`src/source/rvDefines.svh`:
```
`ifndef RV_DEFINES_SVH
`define RV_DEFINES_SVH

// data and address width.
`define XLEN 32

// architectural registers, x0 included.
`define REG_COUNT 32

// first fetch address.
`define RESET_PC 32'h0000_0000

// programs store here when they finish.
`define DONE_ADDR 32'h0000_0ff0

`endif

```
`src/source/rvPkg.sv`:
```
`default_nettype none

package rvPkg;

        typedef enum logic [3:0] {
                sFetch,
                sDecode,
                sExecR,
                sExecI,
                sExecLui,
                sBranch,
                sJal,
                sJalr,
                sMemAddr,
                sMemRead,
                sMemWrite,
                sLoadWb,
                sAluWb
        } ctrlState_t;

        // real RV32I major opcodes.
        typedef enum logic [6:0] {
                opR      = 7'b0110011,
                opImm    = 7'b0010011,
                opLoad   = 7'b0000011,
                opStore  = 7'b0100011,
                opBranch = 7'b1100011,
                opJal    = 7'b1101111,
                opJalr   = 7'b1100111,
                opLui    = 7'b0110111
        } opcode_t;

        typedef enum logic [1:0] {
                aluAdd,
                aluSub,   // also the compare for branches.
                aluFunct
        } aluOp_t;

        typedef enum logic [1:0] {
                resAluOut,
                resMemData,
                resAluNow,
                resImm
        } resultSrc_t;

        typedef enum logic [1:0] {srcAPc, srcAOldPc, srcAReg} srcA_t;

        typedef enum logic [1:0] {srcBReg, srcBImm, srcBFour} srcB_t;

        typedef enum logic [2:0] {immI, immS, immB, immU, immJ} immFmt_t;

endpackage

`default_nettype wire

```
`src/source/alu.sv`:
```
`timescale 1ns/10ps
`default_nettype none
`include "rvDefines.svh"

module alu (
        input  rvPkg::aluOp_t          aluOp,
        input  wire [2:0]              func3,
        input  wire                    func7bit5,
        input  wire [`XLEN-1:0]        a,
        input  wire [`XLEN-1:0]        b,
        output logic [`XLEN-1:0]       y,
        output logic                   zero,
        output logic                   neg
);
        import rvPkg::*;

        logic [`XLEN-1:0] sum;
        logic [`XLEN-1:0] diff;

        assign sum  = a + b;
        assign diff = a - b;

        // true sign of a - b, corrected for overflow.
        assign neg = diff[`XLEN-1] ^
                     ((a[`XLEN-1] ^ b[`XLEN-1]) & (a[`XLEN-1] ^ diff[`XLEN-1]));

        always_comb begin
                case (aluOp)
                        aluAdd: y = sum;
                        aluSub: y = diff;
                        default: begin
                                case (func3)
                                        3'b000:  y = func7bit5 ? diff : sum;
                                        3'b010:  y = {{(`XLEN-1){1'b0}}, neg};   // slt.
                                        3'b110:  y = a | b;
                                        3'b111:  y = a & b;
                                        default: y = sum;
                                endcase
                        end
                endcase
        end

        assign zero = (y == '0);

endmodule

`default_nettype wire

```
`src/source/immExtend.sv`:
```
`timescale 1ns/10ps
`default_nettype none

module immExtend (
        input  wire [31:7]         instr,
        input  rvPkg::immFmt_t     immFmt,
        output logic [31:0]        imm
);
        import rvPkg::*;

        always_comb begin
                case (immFmt)
                        immS: imm = {{20{instr[31]}}, instr[31:25], instr[11:7]};
                        immB: imm = {{19{instr[31]}}, instr[31], instr[7],
                                     instr[30:25], instr[11:8], 1'b0};
                        immU: imm = {instr[31:12], 12'b0};
                        immJ: imm = {{11{instr[31]}}, instr[31], instr[19:12],
                                     instr[20], instr[30:21], 1'b0};
                        default: imm = {{20{instr[31]}}, instr[31:20]};   // I format.
                endcase
        end

endmodule

`default_nettype wire

```
`src/source/mainController.sv`:
```
`timescale 1ns/10ps
`default_nettype none

module mainController (
        input  wire                clk,
        input  wire                rstN,
        input  rvPkg::opcode_t     op,
        input  wire [2:0]          func3,
        input  wire                func7bit5,
        input  wire                zero,
        input  wire                neg,
        input  wire                memReady,
        output logic               memValid,
        output logic               memWrite,
        output logic               pcWrite,
        output logic               adrSrc,
        output logic               irWrite,
        output logic               regWrite,
        output rvPkg::aluOp_t      aluOp,
        output rvPkg::srcA_t       srcA,
        output rvPkg::srcB_t       srcB,
        output rvPkg::resultSrc_t  resultSrc,
        output rvPkg::immFmt_t     immFmt
);
        import rvPkg::*;

        ctrlState_t state;
        ctrlState_t nextState;
        logic       memXfer;
        logic       taken;

        assign memXfer = memValid && memReady;

        always_comb begin
                case (func3)
                        3'b000:  taken = zero;       // beq.
                        3'b001:  taken = !zero;      // bne.
                        3'b100:  taken = neg;        // blt.
                        3'b101:  taken = !neg;       // bge.
                        default: taken = 1'b0;
                endcase
        end

        // **************************************************
        // state register and registered memory request
        // **************************************************
        always_ff @(posedge clk) begin
                if (!rstN) begin
                        state    <= sFetch;
                        memValid <= 1'b0;
                        memWrite <= 1'b0;
                end else begin
                        state    <= nextState;
                        memValid <= (nextState == sFetch) || (nextState == sMemRead) ||
                                    (nextState == sMemWrite);
                        memWrite <= (nextState == sMemWrite);
                end
        end

        always_comb begin
                nextState = state;
                case (state)
                        sFetch:    if (memXfer) nextState = sDecode;
                        sDecode: begin
                                case (op)
                                        opR:              nextState = sExecR;
                                        opImm:            nextState = sExecI;
                                        opLoad, opStore:  nextState = sMemAddr;
                                        opBranch:         nextState = sBranch;
                                        opJal:            nextState = sJal;
                                        opJalr:           nextState = sJalr;
                                        opLui:            nextState = sExecLui;
                                        default:          nextState = sFetch;  // no-op.
                                endcase
                        end
                        sExecR, sExecI, sJal, sJalr: nextState = sAluWb;
                        sMemAddr:  nextState = (op == opLoad) ? sMemRead : sMemWrite;
                        sMemRead:  if (memXfer) nextState = sLoadWb;
                        sMemWrite: if (memXfer) nextState = sFetch;
                        default:   nextState = sFetch;
                endcase
        end

        // **************************************************
        // control outputs per state
        // **************************************************
        always_comb begin
                pcWrite   = 1'b0;
                adrSrc    = 1'b0;
                irWrite   = 1'b0;
                regWrite  = 1'b0;
                aluOp     = aluAdd;
                srcA      = srcAOldPc;
                srcB      = srcBImm;
                resultSrc = resAluOut;
                immFmt    = immI;
                case (state)
                        sFetch: begin
                                irWrite   = memValid;
                                pcWrite   = memXfer;   // pc + 4.
                                srcA      = srcAPc;
                                srcB      = srcBFour;
                                resultSrc = resAluNow;
                        end
                        sDecode: begin
                                // jump and branch targets go to the alu register.
                                if (op == opJalr)
                                        srcA = srcAReg;
                                if (op == opJal)
                                        immFmt = immJ;
                                else if (op != opJalr)
                                        immFmt = immB;
                        end
                        sExecR: begin
                                srcA  = srcAReg;
                                srcB  = srcBReg;
                                aluOp = aluFunct;
                        end
                        sExecI: begin
                                srcA = srcAReg;
                                // keep addi from reading imm[10] as sub.
                                aluOp = (func3 == 3'b000 && func7bit5) ? aluAdd : aluFunct;
                        end
                        sExecLui: begin
                                immFmt    = immU;
                                resultSrc = resImm;
                                regWrite  = 1'b1;
                        end
                        sBranch: begin
                                srcA    = srcAReg;
                                srcB    = srcBReg;
                                aluOp   = aluSub;
                                pcWrite = taken;
                        end
                        sJal, sJalr: begin
                                srcB    = srcBFour;   // link value into the alu register.
                                pcWrite = 1'b1;
                        end
                        sMemAddr: begin
                                srcA   = srcAReg;
                                immFmt = (op == opStore) ? immS : immI;
                        end
                        sMemRead, sMemWrite: adrSrc = 1'b1;
                        sLoadWb: begin
                                resultSrc = resMemData;
                                regWrite  = 1'b1;
                        end
                        sAluWb: regWrite = 1'b1;
                        default: ;
                endcase
        end

        // a stalled request, the DONE_ADDR store included, keeps its address and type.
        assert property (@(posedge clk) disable iff (!rstN)
                memValid && !memReady |=> memValid && $stable(adrSrc) && $stable(memWrite));

        assert property (@(posedge clk) disable iff (!rstN) !(regWrite && memWrite));

endmodule

`default_nettype wire

```
`src/source/multiCycleCore.sv`:
```
`timescale 1ns/10ps
`default_nettype none
`include "rvDefines.svh"

module multiCycleCore (
        input  wire                clk,
        input  wire                rstN,
        input  wire                memReady,
        input  wire [`XLEN-1:0]    memRdata,
        output logic               memValid,
        output logic               memWrite,
        output logic [`XLEN-1:0]   memAddr,
        output logic [`XLEN-1:0]   memWdata
);
        import rvPkg::*;

        opcode_t          op;
        aluOp_t           aluOp;
        srcA_t            srcA;
        srcB_t            srcB;
        resultSrc_t       resultSrc;
        immFmt_t          immFmt;
        logic             pcWrite, adrSrc, irWrite, regWrite;
        logic             zero, neg;
        logic [`XLEN-1:0] instr, imm, rd1, rd2, aluA, aluB, aluResult, result;

        assign op = opcode_t'(instr[6:0]);

        mainController ctrl (
                .clk(clk), .rstN(rstN), .op(op), .func3(instr[14:12]),
                .func7bit5(instr[30]), .zero(zero), .neg(neg), .memReady(memReady),
                .memValid(memValid), .memWrite(memWrite), .pcWrite(pcWrite),
                .adrSrc(adrSrc), .irWrite(irWrite), .regWrite(regWrite), .aluOp(aluOp),
                .srcA(srcA), .srcB(srcB), .resultSrc(resultSrc), .immFmt(immFmt)
        );

        stageRegisters stages (
                .clk(clk), .rstN(rstN), .pcWrite(pcWrite), .adrSrc(adrSrc),
                .irWrite(irWrite), .srcA(srcA), .srcB(srcB), .resultSrc(resultSrc),
                .memRdata(memRdata), .memReady(memReady), .rd1(rd1), .rd2(rd2),
                .imm(imm), .aluResult(aluResult), .instr(instr), .memAddr(memAddr),
                .memWdata(memWdata), .aluA(aluA), .aluB(aluB), .result(result)
        );

        registerFile regFile (
                .clk(clk), .rstN(rstN), .regWrite(regWrite), .ra1(instr[19:15]),
                .ra2(instr[24:20]), .wa(instr[11:7]), .wd(result), .rd1(rd1), .rd2(rd2)
        );

        alu alu0 (
                .aluOp(aluOp), .func3(instr[14:12]), .func7bit5(instr[30]), .a(aluA),
                .b(aluB), .y(aluResult), .zero(zero), .neg(neg)
        );

        immExtend immGen (
                .instr(instr[31:7]), .immFmt(immFmt), .imm(imm)
        );

endmodule

`default_nettype wire

```
`src/source/registerFile.sv`:
```
`timescale 1ns/10ps
`default_nettype none
`include "rvDefines.svh"

module registerFile (
        input  wire                clk,
        input  wire                rstN,
        input  wire                regWrite,
        input  wire [4:0]          ra1,
        input  wire [4:0]          ra2,
        input  wire [4:0]          wa,
        input  wire [`XLEN-1:0]    wd,
        output logic [`XLEN-1:0]   rd1,
        output logic [`XLEN-1:0]   rd2
);
        logic [`XLEN-1:0] regs [`REG_COUNT];

        always_ff @(posedge clk) begin
                if (!rstN) begin
                        for (int i = 0; i < `REG_COUNT; i++)
                                regs[i] <= '0;
                end else if (regWrite && wa != 5'd0) begin
                        regs[wa] <= wd;
                end
        end

        assign rd1 = regs[ra1];
        assign rd2 = regs[ra2];

        // x0 stays zero only because writes to it are dropped.
        assert property (@(posedge clk) disable iff (!rstN)
                (ra1 == 5'd0 -> rd1 == '0) && (ra2 == 5'd0 -> rd2 == '0));

endmodule

`default_nettype wire

```
`src/source/stageRegisters.sv`:
```
`timescale 1ns/10ps
`default_nettype none
`include "rvDefines.svh"

module stageRegisters (
        input  wire                    clk,
        input  wire                    rstN,
        input  wire                    pcWrite,
        input  wire                    adrSrc,
        input  wire                    irWrite,
        input  rvPkg::srcA_t           srcA,
        input  rvPkg::srcB_t           srcB,
        input  rvPkg::resultSrc_t      resultSrc,
        input  wire [`XLEN-1:0]        memRdata,
        input  wire                    memReady,
        input  wire [`XLEN-1:0]        rd1,
        input  wire [`XLEN-1:0]        rd2,
        input  wire [`XLEN-1:0]        imm,
        input  wire [`XLEN-1:0]        aluResult,
        output logic [`XLEN-1:0]       instr,
        output logic [`XLEN-1:0]       memAddr,
        output logic [`XLEN-1:0]       memWdata,
        output logic [`XLEN-1:0]       aluA,
        output logic [`XLEN-1:0]       aluB,
        output logic [`XLEN-1:0]       result
);
        import rvPkg::*;

        logic [`XLEN-1:0] pc;
        logic [`XLEN-1:0] oldPc;
        logic [`XLEN-1:0] memData;
        logic [`XLEN-1:0] aluOut;

        always_ff @(posedge clk) begin
                if (!rstN)
                        pc <= `RESET_PC;
                else if (pcWrite)
                        pc <= result;
        end

        always_ff @(posedge clk) begin
                if (!rstN) begin
                        instr <= '0;
                end else if (irWrite && memReady) begin
                        instr <= memRdata;
                        oldPc <= pc;     // address of the fetched instruction.
                end
                if (memReady)
                        memData <= memRdata;
                if (!adrSrc)
                        aluOut <= aluResult;   // held while it addresses memory.
        end

        assign memAddr  = adrSrc ? aluOut : pc;
        assign memWdata = rd2;

        always_comb begin
                case (srcA)
                        srcAPc:    aluA = pc;
                        srcAOldPc: aluA = oldPc;
                        default:   aluA = rd1;
                endcase
                case (srcB)
                        srcBReg:  aluB = rd2;
                        srcBImm:  aluB = imm;
                        default:  aluB = `XLEN'd4;
                endcase
                case (resultSrc)
                        resAluOut:  result = aluOut;
                        resMemData: result = memData;
                        resAluNow:  result = aluResult;
                        default:    result = imm;
                endcase
        end

endmodule

`default_nettype wire

```
`config.mk`:
```
export PLATFORM = sky130hd
export DESIGN_NAME = multiCycleCore
export DESIGN_NICKNAME = d
export VERILOG_FILES = /design/src/source/rvPkg.sv /design/src/source/alu.sv /design/src/source/immExtend.sv /design/src/source/mainController.sv /design/src/source/multiCycleCore.sv /design/src/source/registerFile.sv /design/src/source/stageRegisters.sv
export VERILOG_INCLUDE_DIRS = /design/src /design/src/source
export SDC_FILE = /design/constraint.sdc
export NUM_CORES = 2
export LEC_CHECK = 0
export BUFFER_PORTS_ARGS = -buffer_cell sky130_fd_sc_hd__buf_2
export CORE_UTILIZATION = 45
export CTS_BUF_LIST = sky130_fd_sc_hd__clkbuf_2
export DETAILED_ROUTE_END_ITERATION = 16
export PLACE_DENSITY = 0.63
export SLEW_MARGIN = 5
export SYNTH_ARGS = -nofsm -noshare
export SYNTH_HDL_FRONTEND = slang
export SYNTH_SLANG_ARGS = --single-unit
```
`constraint.sdc`:
```
create_clock -name clk -period 11.5 [get_ports clk]
set_input_delay 1.15 -clock clk [delete_from_list [all_inputs] [get_ports clk]]
set_output_delay 1.15 -clock clk [all_outputs]
set_load 0.02 [all_outputs]
```
# [Yosys cells after proc, flatten, opt, wreduce, memory -nomap -nowiden]
# Memory sizes are Yosys's and may differ from the RTL's. A register that Yosys moved wholly into a read port is not among the register bits.
# Cells that the tools add are included.
[word_totals] in_bits=35 ff_bits=166 word_cells=122 out_inout_bits=66 mem_bits_rw=1024 n_memories=1
[op_classes] eq_ne=38 n_mux=40 addsub=2 bitwise_logic=6 reduce_logical=27
[mem_list] memory="regFile.regs" depth=32 width=32 read_ports=2 rd_ports_with_merged_regs=2 wr=32 line_no="registerFile.sv:16" text="logic [`XLEN-1:0] regs [`REG_COUNT];"
[op_table] operator="$pmux 32 s2" n=3
[op_table] operator="$pmux 32 s4" n=1
[op_table] operator="$pmux 31 s4" n=1
[op_table] operator="$mux 32" n=3
[op_table] operator="$pmux 32 s3" n=1
[op_table] operator="$add 32x32->32" n=1
[op_table] operator="$and 32x32->32" n=1
[op_table] operator="$logic_not 32->1" n=1
[op_table] operator="$or 32x32->32" n=1
[op_table] operator="$reduce_or 32->1" n=1
[op_table] operator="$sub 32x32->32" n=1
[op_table] operator="$eq 4x4->1 const B" n=7
[op_table] operator="$pmux 4 s7" n=1
[op_table] operator="$mux 5" n=5
[op_table] operator="$pmux 4 s6" n=1
[op_table] operator="$eq 7x6->1 const B" n=3
[op_table] operator="$eq 7x7->1 const B" n=3
[op_table] operator="$pmux 2 s3" n=3
[op_table] operator="$eq 4x3->1 const B" n=4
[op_table] operator="$eq 3x3->1 const B" n=5
[op_table] operator="$mux 4" n=3
[op_table] operator="$eq 3x2->1 const B" n=3
[op_table] operator="$mux 1" n=9
[op_table] operator="$pmux 3 s3" n=1
[op_table] operator="other kinds (26)" n=50

# [Logic depth before layout (Yosys ltp)]
[logic_depth] depth_word=17 depth_mapped=36

# [Hierarchy]
# Synthesis repeated with hierarchy kept, for this count alone.
[hier_totals] cells_unflattened=6521 hier_area_um2=72000.3
[modules_own_cells] mod="registerFile" seq_area_each_um2=30749.5 cells_per_inst=4609 n_inst=1 area_per_inst_um2=55717.2
[modules_own_cells] mod="stageRegisters" seq_area_each_um2=4164.0 cells_per_inst=707 n_inst=1 area_per_inst_um2=8430.6
[modules_own_cells] mod="alu" seq_area_each_um2=0.0 cells_per_inst=1021 n_inst=1 area_per_inst_um2=6536.3
[modules_own_cells] mod="mainController" seq_area_each_um2=120.1 cells_per_inst=94 n_inst=1 area_per_inst_um2=724.4
[modules_own_cells] mod="immExtend" seq_area_each_um2=0.0 cells_per_inst=90 n_inst=1 area_per_inst_um2=591.8

# [Worst setup path after synthesis]
# OpenSTA, ideal clock, no wires.
[synth_path] path_type="reg2reg" from="reg with a tool-made name" to="reg stages.pc[11]" arrival_time_ps=9657 path_stages_with_launch=35 slack_ps=1692 t_required_ps=11350 setup_time_ps=150 synth_period_minus_slack_ps=9808 path_cell_list="dfxtp_1 clkbuf_1 clkbuf_1 clkbuf_1 clkbuf_1 buf_1 mux4_2 mux4_2 mux2i_1 o22ai_1 ha_1 clkbuf_1 or4b_2 nor3_1 a31oi_1 a21oi_1 a21o_1 a41o_1 o21a_1 o21ai_0 nand2b_1 fa_1 mux2_2 o21ai_0 mux2_2 a2111oi_2 o211ai_1 or4_1 or4_1 or4_1 or4_4 or4_1 nand3_1 buf_2 a211oi_1"
[synth_rtl] element="to (signal assigned)" line_no="stageRegisters.sv:36" text="pc <= `RESET_PC;"
[synth_rtl] element="to (signal assigned)" line_no="stageRegisters.sv:38" text="pc <= result;"
[synth_rtl] element="to (decl)" line_no="stageRegisters.sv:29" text="logic [`XLEN-1:0] pc;"

==> flow_summary.yaml <==
sta:
  final.period_utilization_pct: 93.1
  worst_pin_slew_ns: 1.25
  maxSlewViolCount: 0
  clock-skew-final_ns: 0.136
  worst_hold_slack_ns: 0.129
  setup_tns_ns: 0
  setup_violations: 0
  timing.final.crit_period_ns: 10.71
  rsz0062_at_grt: "no"
  maxSlewHeadroom_pct: 16.6
  hold_violations: 0
  clock.fmax_mhz: 93.4
global_routing:
  grt_pass1_wl_um: 339000
  grt_pass1_vias: 46800
  grt-ovfl-total: 0
  met1_usage_pct: 41.1
  grt-busiest-layer: "met2"
  track_usage_pct: 32.9
  use_met2_pct: 52.9
  grt_start_max_net_pins: 89
  antenna_found_initial: 6
  global_route.usage.met3_pct: 8.29
die:
  start_util_pct: 45.3
  die-area_um2: 146000
  rows: 139
  die_w_um: 382
  io_pins: 101
  die_h_um: 382
  core_um2: 143000
detailed_routing:
  firstDrtPassIters: 7
  vias_per_cell: 6.72
  ant_nets: 0
  totalWireLength_um: 243000
  num_vias: 47900
  wl_per_cell_um: 34.1
  drc: 0
  drt_iter0_markers: 7625
placement:
  portBuffers: 100
  hpwl_um: 144000
  place_congestion: 0.972
critical_path:
  path_common_cell: "or4_1"
  arrival_ns: 12.28
  crit_fanout: 46
  cp_slowest_stage_delay_ns: 0.94
  cp.required_ns: 13.07
  r2r_slack_ns: 0.79
  critPathSlowestCell: "dfxtp_4"
  cp_num_buf_inv: 2
  critPathKind: "reg -> reg"
  cp_top_family: "simple AND/OR/NAND/NOR gates"
  reg2reg_depth: 30
  setup.worst_path.end_class: "flop"
  r2r_end: "stages.pc[19]"
  start_kind: "flop"
cts:
  clockBufferDepth: 4
  cts_tree: "yes"
  post_cts_resized: 0
  numCtsBuffers: 322
  h-tree-depth: 5
  cts_setup_buffers: 0
  clk_pin_slew_ns: 0.14
  cts_root_buf: "clkbuf_2"
  clock_sinks: 1200
  worstSkewPairLatency_ns: 1.76
layout:
  final_cell_mix: "1120 x edfxtp_1, 1097 x nor2_1, 640 x mux4_2"
  area_growth_pct: 9.48
  regArea_um2: 35300
  drive_gt1_share_pct: 30.7
  layout_commonest_cell: "edfxtp_1"
  num-nets-final: 5142
  fillers: 12400
  multi_input_area_um2: 28100
hold_path:
  hold_end: "stages.memData[13]"
  min_path_cells: 2
  hp-class: "in -> reg"
  hold_start: "memRdata[13]"
power_and_ir_drop:
  pwr-share-comb_pct: 17.5
  pwr_density_cell_nw_per_um2: 136
  internal_power_mw: 6.64
  p_sw_share_pct: 31.5
  p_seq_share_pct: 52.4
  cellLeakagePower_nw: 24.0
  peakVddDrop_v: 0.000109
  clkPwrFrac_pct: 30.1
  switchingPower_mw: 3.05
status:
  status: "complete, no violations"
logic_synthesis:
  syn_avg_cell_area_um2: 13.5
  synthFlopType: "edfxtp_1"
  synth_warnings: 0
  ys_ff_latch: 1200
  synth_cell_types: 97
  synth-edff-count: 1120
  yosysSeqAreaShare_pct: 54.2
  synth_async_sr_flop_share_pct: 0
  synthCells: 4802
  synth_area_um2: 65000
flow_run:
  maxCapViolCount: 0
-- worst max-delay path by stage --
| stage | startpoint | endpoint | slack (ns) | cells past startpoint |
|---|---|---|---|---|
| final | flop | stages.pc[19] | 0.79 | 30 |
| after global routing | ctrl.state[0] | stages.pc[19] | 0.43 | 31 |
| after floorplan | flop | stages.pc[11] | 1.69 | 34 |
| after detailed placement | flop | stages.pc[19] | 1.15 | 29 |
| after global placement | flop | stages.pc[18] | 1.10 | 30 |
| after CTS | flop | stages.pc[19] | 1.04 | 30 |
-- power groups by stage --
stage	clock network (mW)	logic (mW)	registers, mW
2_1_floorplan	0	1.06	5.09
3_3_place_gp	0	1.64	5.16
4_1_cts	2.93	1.66	5.07
5_1_grt	3.14	1.75	5.09
6_report	2.92	1.69	5.07
3_5_place_dp	0	1.64	5.17
-- final cells by class --
cell class                      count  share of cell area (%)
Antenna cell                       11                  0.0387
Clock buffer                      448                    3.15
Clock inverter                     79                   0.543
Inverter                          127                   0.674
Multi-Input combinational cell   3048                    39.5
Sequential cell                  1200                    49.6
Tap cell                         1903                    3.35
Timing Repair Buffer              306                    3.23
-- through the flow --
step | worst slack, ns | area, um^2 | total power [mW] | util (%) | instances
6_report | 0.791 | 71200 | 9.69 | 49.6 | 7122
5_1_grt | 0.428 | 71100 | 9.98 | 49.6 | 7114
4_1_cts | 1.04 | 71100 | 9.65 | 49.6 | 7111
3_5_place_dp | 1.15 | 68200 | 6.81 | 47.5 | 6550
3_3_place_gp | 1.10 | 68200 | 6.79 | 47.5 | 6550
2_1_floorplan | 1.69 | 65100 | 6.15 | - | 4833
-- routing by layer --
layer	share of wire [%]	routed length (um)
met5	0.014	34
met4	6.0	14500
met3	12	29100
met2	48	115000
met1	34	83600
-- state kept, by name (all words and copies together), names as in the netlist, named ones only --
name,flops
ctrl.memValid,1
stages.pc,32
stages.instr,32
ctrl.memWrite,1
stages.oldPc,32
stages.memData,32
ctrl.state,4
regFile.regs,1024
stages.aluOut,32
-- cells by family (layout without fill, tap and decap cells) --
logic type | after synthesis | count (layout) | share of synthesized area [%]
buffers and inverters | 585 | 960 | 3.42
other | 1 | 43 | 0.00577
adder cells (fa/ha/maj) | 102 | 102 | 2.00
AO/OA/AOI/OAI | 562 | 562 | 6.16
AND/OR/NAND/NOR | 1596 | 1596 | 10.2
XOR/XNOR | 5 | 5 | 0.0674
flip-flops | 1200 | 1200 | 54.2
multiplexers | 751 | 751 | 24.0
-- cells in the mapped netlist, types with 22 or more instances --
cell type	n	area share, %
dfxtp_1	80	2.5
nand3_1	25	0.19
clkbuf_1	378	2.2
nor4_1	37	0.36
nand2_1	274	1.6
a222oi_1	22	0.34
edfxtp_1	1120	52
a221oi_1	24	0.32
mux2i_1	62	0.95
a211oi_1	43	0.50
o221a_2	40	0.69
nor2_1	1101	6.4
inv_1	125	0.72
o21ai_0	61	0.47
nor3_1	32	0.25
mux4_2	640	22
a21oi_1	156	1.2
o211ai_1	24	0.28
o22ai_1	24	0.23
ha_1	99	1.9
buf_1	68	0.39
mux2_2	49	0.85
-- repair_timing --
item	4_1_cts	5_1_grt
endpoints found under the setup margin	0	0
hold endpoints to repair	83	0
hold buffers	34	0
Note: power is estimated with default switching activity, not from simulation.
